--- config.mk ---
export PLATFORM = sky130hd
export DESIGN_NAME = padframe_top
export DESIGN_NICKNAME = d
export VERILOG_FILES = /design/src/padframe_pkg.sv /design/src/padframe_top.sv /design/src/pad_mux.sv /design/src/padcfg_rsp.sv /design/src/padcfg_regfile.sv /design/src/padcfg_decode.sv
export VERILOG_INCLUDE_DIRS = /design/src /design/src/include
export SDC_FILE = /design/constraint.sdc
export NUM_CORES = 1
export LEC_CHECK = 0
export BUFFER_PORTS_ARGS = -buffer_cell sky130_fd_sc_hd__buf_2
export CAP_MARGIN = 20
export CORE_ASPECT_RATIO = 1.25
export CORE_MARGIN = 5
export CORE_UTILIZATION = 39
export DETAILED_ROUTE_END_ITERATION = 8
export GPL_TIMING_DRIVEN = 0
export PLACE_DENSITY_LB_ADDON = 0.3
export SYNTH_ARGS = -nofsm -noshare
export SYNTH_HDL_FRONTEND = slang
export SYNTH_HIERARCHICAL = 1
export SYNTH_SLANG_ARGS = --single-unit
--- constraint.sdc ---
create_clock -name clk_i -period 4.4 [get_ports clk_i]
set_input_delay 0.66 -clock clk_i [delete_from_list [all_inputs] [get_ports clk_i]]
set_output_delay 0.66 -clock clk_i [all_outputs]
set_load 0.02 [all_outputs]
--- src/include/padframe_settings.svh ---
////////////////////////////////////////
// Sizes of the pad frame and its register bus
// Include wherever pad or bus widths are needed
////////////////////////////////////////

`ifndef PADFRAME_SETTINGS_SVH
`define PADFRAME_SETTINGS_SVH

// Pads and selectable functions
`define PADFRAME_N_PADS  8
`define PADFRAME_N_FUNCS 4

// Register bus widths
`define PADFRAME_ADDR_W 8
`define PADFRAME_DATA_W 32

// Bits needed to index a pad
`define PADFRAME_IDX_W 3

`endif
--- src/padframe_pkg.sv ---
////////////////////////////////////////
// Types shared by the pad frame RTL and testbench
// Refer to them as padframe_pkg::name
////////////////////////////////////////

`default_nettype none

`include "padframe_settings.svh"

package padframe_pkg;

  // Function that owns a pad, also the select register value
  typedef enum logic [$clog2(`PADFRAME_N_FUNCS)-1:0] {
    FUNC_GPIO = 0,
    FUNC_UART = 1,
    FUNC_SPI  = 2,
    FUNC_I2C  = 3
  } pad_func_e;

  typedef enum logic [1:0] {
    OP_NONE,
    OP_READ,
    OP_WRITE,
    OP_INVALID
  } reg_op_e;

  typedef struct packed {
    logic                        valid;
    logic                        write;
    logic [`PADFRAME_ADDR_W-1:0] addr;
    logic [`PADFRAME_DATA_W-1:0] wdata;
  } reg_req_t;

  typedef struct packed {
    logic                        valid;
    logic                        error;
    logic [`PADFRAME_DATA_W-1:0] rdata;
  } reg_rsp_t;

  // Decoded request
  typedef struct packed {
    reg_op_e                    op;
    logic [`PADFRAME_IDX_W-1:0] idx;
    pad_func_e                  sel;
  } reg_cmd_t;

  typedef pad_func_e [`PADFRAME_N_PADS-1:0] pad_sel_t;

  typedef struct packed {
    logic [`PADFRAME_N_PADS-1:0] out;
    logic [`PADFRAME_N_PADS-1:0] oe;
  } func_to_pad_t;

  typedef struct packed {
    logic [`PADFRAME_N_PADS-1:0] in;
  } pad_to_func_t;

endpackage

`default_nettype wire

--- src/padframe_top.sv ---
////////////////////////////////////////
// Pad frame top level
// Register-programmed routing of eight pads to four functions
////////////////////////////////////////

`timescale 1ns/1ps
`default_nettype none

`include "padframe_settings.svh"

module padframe_top (
  input  logic                                                clk_i,
  input  logic                                                rst_n_i,
  // Configuration bus
  input  padframe_pkg::reg_req_t                              req_i,
  output padframe_pkg::reg_rsp_t                              rsp_o,
  // Function side
  input  padframe_pkg::func_to_pad_t [`PADFRAME_N_FUNCS-1:0] func_to_pad_i,
  output padframe_pkg::pad_to_func_t [`PADFRAME_N_FUNCS-1:0] pad_to_func_o,
  // Pad side
  input  logic [`PADFRAME_N_PADS-1:0]                         pad_in_i,
  output logic [`PADFRAME_N_PADS-1:0]                         pad_out_o,
  output logic [`PADFRAME_N_PADS-1:0]                         pad_oe_o
);

  padframe_pkg::reg_cmd_t  cmd;
  padframe_pkg::pad_sel_t  sel;
  padframe_pkg::pad_func_e rd_sel;

  padcfg_decode i_decode (
    .req_i ( req_i ),
    .cmd_o ( cmd   )
  );

  padcfg_regfile i_regfile (
    .clk_i    ( clk_i   ),
    .rst_n_i  ( rst_n_i ),
    .cmd_i    ( cmd     ),
    .sel_o    ( sel     ),
    .rd_sel_o ( rd_sel  )
  );

  padcfg_rsp i_rsp (
    .clk_i    ( clk_i   ),
    .rst_n_i  ( rst_n_i ),
    .cmd_i    ( cmd     ),
    .rd_sel_i ( rd_sel  ),
    .rsp_o    ( rsp_o   )
  );

  // Routing follows the registered selects
  pad_mux i_pad_mux (
    .sel_i         ( sel           ),
    .func_to_pad_i ( func_to_pad_i ),
    .pad_in_i      ( pad_in_i      ),
    .pad_to_func_o ( pad_to_func_o ),
    .pad_out_o     ( pad_out_o     ),
    .pad_oe_o      ( pad_oe_o      )
  );

endmodule

`default_nettype wire

--- src/pad_mux.sv ---
////////////////////////////////////////
// Pad multiplexer
// Drives each pad from the function its select names and
// returns pad inputs only to the owning function
////////////////////////////////////////

`timescale 1ns/1ps
`default_nettype none

`include "padframe_settings.svh"

module pad_mux (
  input  padframe_pkg::pad_sel_t                              sel_i,
  input  padframe_pkg::func_to_pad_t [`PADFRAME_N_FUNCS-1:0] func_to_pad_i,
  input  logic [`PADFRAME_N_PADS-1:0]                         pad_in_i,
  output padframe_pkg::pad_to_func_t [`PADFRAME_N_FUNCS-1:0] pad_to_func_o,
  output logic [`PADFRAME_N_PADS-1:0]                         pad_out_o,
  output logic [`PADFRAME_N_PADS-1:0]                         pad_oe_o
);

  // Outbound path
  always_comb begin
    for (int p = 0; p < `PADFRAME_N_PADS; p++) begin
      pad_out_o[p] = func_to_pad_i[sel_i[p]].out[p];
      pad_oe_o[p]  = func_to_pad_i[sel_i[p]].oe[p];
    end
  end

  // Inbound path, non-owners see zero
  always_comb begin
    for (int f = 0; f < `PADFRAME_N_FUNCS; f++) begin
      for (int p = 0; p < `PADFRAME_N_PADS; p++) begin
        if (sel_i[p] == padframe_pkg::pad_func_e'(f)) begin
          pad_to_func_o[f].in[p] = pad_in_i[p];
        end else begin
          pad_to_func_o[f].in[p] = 1'b0;
        end
      end
    end
  end

endmodule

`default_nettype wire

--- src/padcfg_rsp.sv ---
////////////////////////////////////////
// Response stage of the configuration bus
// Returns valid, error and read data one cycle after a request
////////////////////////////////////////

`timescale 1ns/1ps
`default_nettype none

`include "padframe_settings.svh"

module padcfg_rsp (
  input  logic                    clk_i,
  input  logic                    rst_n_i,
  input  padframe_pkg::reg_cmd_t  cmd_i,
  input  padframe_pkg::pad_func_e rd_sel_i,
  output padframe_pkg::reg_rsp_t  rsp_o
);

  localparam int unsigned SelW = $bits(padframe_pkg::pad_func_e);

  logic                        valid_q;
  logic                        error_q;
  logic [`PADFRAME_DATA_W-1:0] rdata_d;
  logic [`PADFRAME_DATA_W-1:0] rdata_q;

  always_ff @(posedge clk_i) begin
    if (!rst_n_i) begin
      valid_q <= 1'b0;
      error_q <= 1'b0;
    end else begin
      valid_q <= (cmd_i.op != padframe_pkg::OP_NONE);
      error_q <= (cmd_i.op == padframe_pkg::OP_INVALID);
    end
  end

  // Only reads carry data, zero extended
  assign rdata_d = (cmd_i.op == padframe_pkg::OP_READ) ?
                   {{(`PADFRAME_DATA_W-SelW){1'b0}}, rd_sel_i} : '0;

  always_ff @(posedge clk_i) begin
    rdata_q <= rdata_d;
  end

  assign rsp_o.valid = valid_q;
  assign rsp_o.error = error_q;
  assign rsp_o.rdata = rdata_q;

endmodule

`default_nettype wire

--- src/padcfg_regfile.sv ---
////////////////////////////////////////
// Per-pad function select registers
// Written by decoded commands, read back for responses
////////////////////////////////////////

`timescale 1ns/1ps
`default_nettype none

`include "padframe_settings.svh"

module padcfg_regfile (
  input  logic                   clk_i,
  input  logic                   rst_n_i,
  input  padframe_pkg::reg_cmd_t cmd_i,
  output padframe_pkg::pad_sel_t sel_o,
  output padframe_pkg::pad_func_e rd_sel_o
);

  padframe_pkg::pad_sel_t       sel_q;
  logic [`PADFRAME_N_PADS-1:0]  wr_en;

  // One-hot write enable for the addressed pad
  always_comb begin
    wr_en = '0;
    if (cmd_i.op == padframe_pkg::OP_WRITE) begin
      wr_en[cmd_i.idx] = 1'b1;
    end
  end

  for (genvar p = 0; p < `PADFRAME_N_PADS; p++) begin : g_sel_reg
    always_ff @(posedge clk_i) begin
      if (!rst_n_i) begin
        sel_q[p] <= padframe_pkg::FUNC_GPIO;
      end else if (wr_en[p]) begin
        sel_q[p] <= cmd_i.sel;
      end
    end
  end

  assign sel_o = sel_q;

  // Old contents, a write lands only at the clock edge
  assign rd_sel_o = sel_q[cmd_i.idx];

endmodule

`default_nettype wire

--- src/padcfg_decode.sv ---
////////////////////////////////////////
// Register request decoder of the pad frame
// Classifies each request and splits out pad index and select
////////////////////////////////////////

`timescale 1ns/1ps
`default_nettype none

`include "padframe_settings.svh"

module padcfg_decode (
  input  padframe_pkg::reg_req_t req_i,
  output padframe_pkg::reg_cmd_t cmd_o
);

  logic                          addr_aligned;
  logic [`PADFRAME_ADDR_W-3:0]   word_idx;
  logic                          in_range;
  padframe_pkg::reg_op_e         op;

  // One select register per 32-bit word
  assign word_idx     = req_i.addr[`PADFRAME_ADDR_W-1:2];
  assign addr_aligned = (req_i.addr[1:0] == 2'b00);
  assign in_range     = (word_idx < `PADFRAME_N_PADS);

  always_comb begin
    if (!req_i.valid) begin
      op = padframe_pkg::OP_NONE;
    end else if (!addr_aligned || !in_range) begin
      op = padframe_pkg::OP_INVALID;
    end else if (req_i.write) begin
      op = padframe_pkg::OP_WRITE;
    end else begin
      op = padframe_pkg::OP_READ;
    end
  end

  assign cmd_o.op  = op;
  assign cmd_o.idx = req_i.addr[`PADFRAME_IDX_W+1:2];
  // Upper write data bits carry no meaning
  assign cmd_o.sel = padframe_pkg::pad_func_e'(req_i.wdata[1:0]);

endmodule

`default_nettype wire

==> results of run 1 <==
-- metal layers --
metal	track usage (%)	wire, um
met1	15.6	1730
met2	28.2	2780
met3	3.18	550
met4	4.53	59
met5	0	0
-- cells by family (layout without fill, tap and decap cells) --
| group | Yosys count | count (layout) | synth area share (%) |
|---|---|---|---|
| muxes | 37 | 37 | 34.8 |
| DFF | 20 | 20 | 20.9 |
| and+or+nand+nor | 71 | 71 | 25.3 |
| AOI/OAI and AO/OA | 7 | 7 | 2.55 |
| other | 1 | 30 | 0.196 |
| buffers and inverters | 44 | 180 | 16.3 |
-- worst min-delay path, delay by kind of cell, from the launching register on --
kind | cells | cell delay (ns)
muxes | 1 | 0.05
DFF | 1 | 0.38
and+or+nand+nor | 1 | 0.08
-- synth_stat cells --
cell type / n
nor3_2: 1
nor3b_1: 11
a21oi_1: 1
buf_1: 1
and3b_1: 2
a31oi_1: 2
and3b_2: 16
and2b_1: 1
buf_6: 1
nand3b_1: 4
nand2_1: 21
and3_1: 1
o21a_1: 1
inv_1: 2
dfxtp_1: 20
mux2i_1: 16
mux2_2: 3
and3_2: 9
buf_4: 37
mux4_1: 18
buf_2: 1
clkbuf_1: 2
a21o_1: 1
a32oi_1: 1
conb_1: 1
nor2_1: 3
or3_1: 1
nor2b_1: 1
o211ai_1: 1
-- sequential cells by signal (all words and copies together), names as in the netlist --
register         flops
i_regfile/sel_o     16
i_rsp/error_q        1
i_rsp/rdata_q        2
i_rsp/valid_q        1
-- how the worst max path moves through the flow --
| stage | endpoint | slack, ns | cells after the start |
|---|---|---|---|
| 2_1_floorplan | pad_oe_o[0] | 2.48 | 1 |
| 3_3_place_gp | i_regfile/sel_o[13]$_SDFFE_PN0P_ | 2.27 | 6 |
| 3_5_place_dp | i_regfile/sel_o[6]$_SDFFE_PN0P_ | 2.24 | 6 |
| 4_1_cts | pad_out_o[3] | 2.21 | 2 |
| 5_1_grt | pad_out_o[4] | 2.16 | 2 |
| 6_report | pad_out_o[7] | 2.22 | 2 |
-- report_power, final --
group          switching [mW]  internal [mW]  total, mW
registers             0.00413          0.184      0.188
clock network          0.0626          0.121      0.184
logic                  0.0820         0.0811      0.163
total                   0.149          0.386      0.535
-- layout make-up --
class | count | share of cell area, %
Sequential cell | 20 | 14.1
Clock inverter | 1 | 1.06
Tap cell | 60 | 2.65
Clock buffer | 3 | 1.46
Buffer | 42 | 10.8
Timing Repair Buffer | 132 | 23.3
Multi-Input combinational cell | 145 | 46.3
Inverter | 2 | 0.265
==> flow_metrics.py, run 1 <==
metrics = {
    "min_path": {
        "hold_class": "flip-flop to flip-flop",
        "holdPathEnd": "i_regfile/sel_o[11]$_SDFFE_PN0P_",
        "hp-start": "i_regfile/sel_o[11]$_SDFFE_PN0P_",
        "hold_depth": 2,
    },
    "timing": {
        "finalWorstSetupSlack_ns": 2.22,
        "finalHoldViolations": 0,
        "whs_ns": 0.552,
        "fmax_mhz": 459,
        "slew_violations": 0,
        "tightestPinTransition_ns": 0.501,
        "clock_skew_ns": 0.00737,
        "period_share_pct": 49.6,
        "setup_violations": 0,
        "rsz0062_at_grt": "no",
        "fin_crit_ns": 2.18,
        "setup_tns_ns": 0,
        "relSlewSlack_pct": 66.5,
    },
    "power_and_ir_drop": {
        "peakVddDrop_mv": 0.129,
        "p_per_area_mw_per_mm2": 189,
        "p_leak_nw": 1.59,
        "power_uw": 535,
    },
    "layout": {
        "stdcell_count": 405,
        "final_area_sq_mm": 0.00283,
        "drive_gt1_share_pct": 59.1,
        "final_cell_mix": "133 x buf_2, 37 x buf_4, 30 x conb_1",
        "nNetsFinal": 462,
        "seqCellArea_sq_um": 400,
        "fillCellCount": 426,
        "multi_input_area_sq_mm": 0.00131,
        "antennaDiodeCount": 0,
        "area_delta_synth_final_pct": 47.8,
        "fin_util_pct": 59.5,
        "final_common_cell": "buf_2",
    },
    "routing": {
        "drc": 0,
        "drt-total-wl_um": 5120,
        "ant_nets": 0,
        "via_count": 1842,
        "drt-initial-drc-count": 35,
        "first_pass_iters": 4,
        "via_per_inst": 4.55,
        "wl_per_cell_um": 12.6,
    },
    "placement": {
        "dp_slack_ns": 2.24,
        "numPortBuffers": 132,
        "hpwl_um": 4450,
        "gp_congestion": 0.799,
        "dp_cells": 401,
        "place_area_sq_mm": 0.00276,
    },
    "cts": {
        "hold_buffers": 0,
        "cts_tree": "done",
        "post_cts_resized": 0,
        "ctsRootBufferMaster": "clkbuf_8",
        "cts_sinks": 20,
        "cts_made_buffers": 3,
        "clk_pin_slew_ns": 0.08,
        "clock_latency_ns": 0.26,
        "post-cts-setup-buffer-count": 0,
        "h-tree-depth": 1,
        "clk_path_buf_depth": 2,
    },
    "worst_setup_path": {
        "arrival_ns": 1.52,
        "rr_endpoint": "i_rsp/rdata_q[0]$_SDFF_PP0_",
        "timing.rr.start": "i_regfile/sel_o[10]$_SDFFE_PN0P_",
        "critPathRequiredTime_ns": 3.74,
        "path_buf_inv": 1,
        "worst-path-max-fanout": 8,
        "setup.worst_path.start": "i_regfile/sel_o[14]$_SDFFE_PN0P_",
        "cpMaxStageDelayCell": "mux4_1",
        "cpPeakStageDelay_ns": 0.59,
        "cp-end-kind": "primary output",
        "r2r_setup_slack_ns": 2.90,
        "path_class": "flip-flop to primary output",
        "crit_path_cell_trace": "mux4_1 > buf_2",
        "reg2regPathDepth": 3,
        "cp_top_family": "multiplexers",
        "start_kind": "flip-flop",
    },
    "floorplanning": {
        "rows": 28,
        "dieArea_sq_mm": 0.00643,
        "start_util_pct": 40.2,
        "die_w_um": 72.7,
        "die_h_um": 88.4,
        "core_area_sq_mm": 0.00476,
        "io_pins": 198,
    },
    "global_routing": {
        "antenna_found_initial": 0,
        "grt_max_degree": 13,
        "grt_overflow": 0,
        "grt_pass1_wl_um": 7630,
        "grt_pass1_vias": 1750,
        "grt_util_all_layers_pct": 14.6,
    },
    "synth": {
        "synth_top_area_share_pct": 24.7,
        "synth_area_per_cell_sq_um": 10.6,
        "yosys_warnings": 6,
        "ys_seq_area_share_pct": 20.9,
        "synth-seq-cells": 20,
        "syn_area_sq_mm": 0.00192,
        "synth.top_cells.by_area": "mux4_1 25%, dfxtp_1 21%, buf_4 14%",
        "synthCells": 180,
        "synth_top_cell_by_area": "mux4_1",
        "yosysUniqueCellTypes": 29,
    },
    "flow_run": {
        "drv_cap": 0,
    },
    "run_status": {
        "outcome": "complete, no violations",
    },
}
(Power assumes the default switching activity.)
==> run 2: changes to the inputs <==
CORE_UTILIZATION = 36   (was 39)
clock period = 2.04 ns   (was 4.4 ns; I/O delays follow)
==> run 2 against run 1 <==
Against the previous run: worst hold slack got worse by 0.26 ns; critical path depth did not move; clock skew fell by 0.0055 ns; cell area fell by 0.49%; critical path type unchanged; largest power group unchanged.
==> flow_metrics.py, run 2 (synthesis results as in run 1) <==
metrics = {
    "run_status": {
        "outcome": "complete, no violations",
    },
    "cts": {
        "ctsRootBufferMaster": "clkbuf_8",
        "clk_pin_slew_ns": 0.07,
        "post-cts-setup-buffer-count": 0,
        "clock_latency_ns": 0.25,
        "h-tree-depth": 1,
        "cts_sinks": 20,
        "cts_tree": "done",
        "clk_path_buf_depth": 2,
        "cts_made_buffers": 3,
        "post_cts_resized": 0,
        "hold_buffers": 0,
    },
    "layout": {
        "area_delta_synth_final_pct": 47.1,
        "multi_input_area_sq_mm": 0.00131,
        "final_common_cell": "buf_2",
        "seqCellArea_sq_um": 400,
        "antennaDiodeCount": 0,
        "nNetsFinal": 462,
        "stdcell_count": 407,
        "final_cell_mix": "133 x buf_2, 37 x buf_4, 30 x conb_1",
        "fillCellCount": 487,
        "largest_reg_flops": 16,
        "drive_gt1_share_pct": 59.1,
    },
    "worst_setup_path": {
        "cp-end-kind": "primary output",
        "critPathRequiredTime_ns": 1.73,
        "arrival_ns": 1.50,
        "path_class": "flip-flop to primary output",
        "cpPeakStageDelay_ns": 0.58,
        "cpMaxStageDelayCell": "mux4_1",
        "crit_path_cell_trace": "mux4_1 > buf_2",
        "worst-path-max-fanout": 8,
        "start_kind": "flip-flop",
    },
    "routing": {
        "top_layer": "met4",
        "wl_met1_um": 1770,
        "drt-total-wl_um": 5140,
        "dr_wl_met3_um": 540,
        "via_per_inst": 4.61,
        "wl_met2_um": 2800,
        "first_pass_iters": 4,
        "wl_per_cell_um": 12.6,
        "ant_nets": 0,
        "drc": 0,
        "drt-initial-drc-count": 34,
        "via_count": 1877,
    },
    "global_routing": {
        "grt_util_all_layers_pct": 14.4,
        "antenna_found_initial": 0,
        "grt_pass1_vias": 1883,
        "grt_max_degree": 12,
        "grt_overflow": 0,
        "grt_pass1_wl_um": 8110,
    },
    "floorplanning": {
        "start_util_pct": 37.5,
        "core_area_sq_mm": 0.00512,
        "die_h_um": 91.6,
        "dieArea_sq_mm": 0.00689,
        "io_pins": 198,
        "rows": 29,
        "die_w_um": 75.3,
    },
    "placement": {
        "hpwl_um": 4460,
        "numPortBuffers": 132,
        "gp_congestion": 0.744,
        "dp_cells": 403,
    },
    "timing": {
        "finalHoldViolations": 0,
        "fin_crit_ns": 1.81,
        "tightestPinTransition_ns": 0.529,
        "slew_violations": 0,
        "relSlewSlack_pct": 64.7,
        "rsz0062_at_grt": "no",
        "setup_violations": 0,
        "clock_skew_ns": 0.00188,
        "setup_tns_ns": 0,
        "period_share_pct": 88.6,
        "fmax_mhz": 553,
    },
    "power_and_ir_drop": {
        "peakVddDrop_mv": 0.191,
        "p_per_area_mw_per_mm2": 373,
        "p_leak_nw": 1.58,
    },
    "min_path": {
        "hold_class": "input pin to flip-flop",
    },
    "flow_run": {
        "drv_cap": 0,
    },
}
[run 2: changes by cell type in the layout (fill, tap and decap cells not counted)]
| cell | previous run | this run |
|---|---|---|
| bufinv_16 | 1 | 0 |
| clkbuf_8 | 3 | 4 |
[run 2: worst max-delay path: cells and delay by family, from the launching register on]
| family | cells | cell delay (ns) |
|---|---|---|
| mux | 1 | 0.58 |
| buf+inv | 1 | 0.17 |
| flops | 1 | 0.49 |
[run 2: stage by stage]
stage,hold WS [ns],power [mW],instance area (sq um),utilization [%],setup WS (ns)
after CTS,0.286,1.06,2820,55.1,0.217
after floorplan,0.424,0.644,2030,-,0.483
final,0.290,1.05,2820,55.1,0.232
after global routing,0.295,1.11,2820,55.1,0.125
after global placement,0.536,0.760,2760,54.0,0.238
after detailed placement,0.549,0.765,2760,54.0,0.209
[run 2: area by class of cell]
type | instances | share of cell area [%]
multi-input cells | 145 | 46.6
inverters | 2 | 0.266
clock buffers | 4 | 1.95
repair buffers | 132 | 23.4
plain buffers | 42 | 10.8
flip-flops and latches | 20 | 14.2
well taps | 62 | 2.75
[run 2: worst paths after layout]
kind	to	depth (start not counted)	startpoint	slack [ns]
max	pad_out_o[7]	2	i_regfile/sel_o[14]$_SDFFE_PN0P_	0.23
min	i_rsp/valid_q$_SDFF_PN0_	2	rst_n_i	0.29
max reg2reg	i_rsp/rdata_q[0]$_SDFF_PP0_	3	i_regfile/sel_o[10]$_SDFFE_PN0P_	0.57
min reg2reg	i_regfile/sel_o[11]$_SDFFE_PN0P_	2	i_regfile/sel_o[11]$_SDFFE_PN0P_	0.56
[run 2: power breakdown]
part	leakage [nW]	total, mW	switching, mW	internal [mW]
Clock	0.0288	0.294	0.123	0.172
Sequential	0.162	0.406	0.00906	0.397
Combinational	1.39	0.351	0.176	0.175
Total	1.58	1.05	0.308	0.743
[run 2: metal layers]
metal | up-vias | global-route usage [%]
met3 | 2 | 2.10
met5 | - | 0
met2 | 82 | 27.8
met1 | 844 | 15.3
li1 | 949 | -
met4 | 0 | 4.37
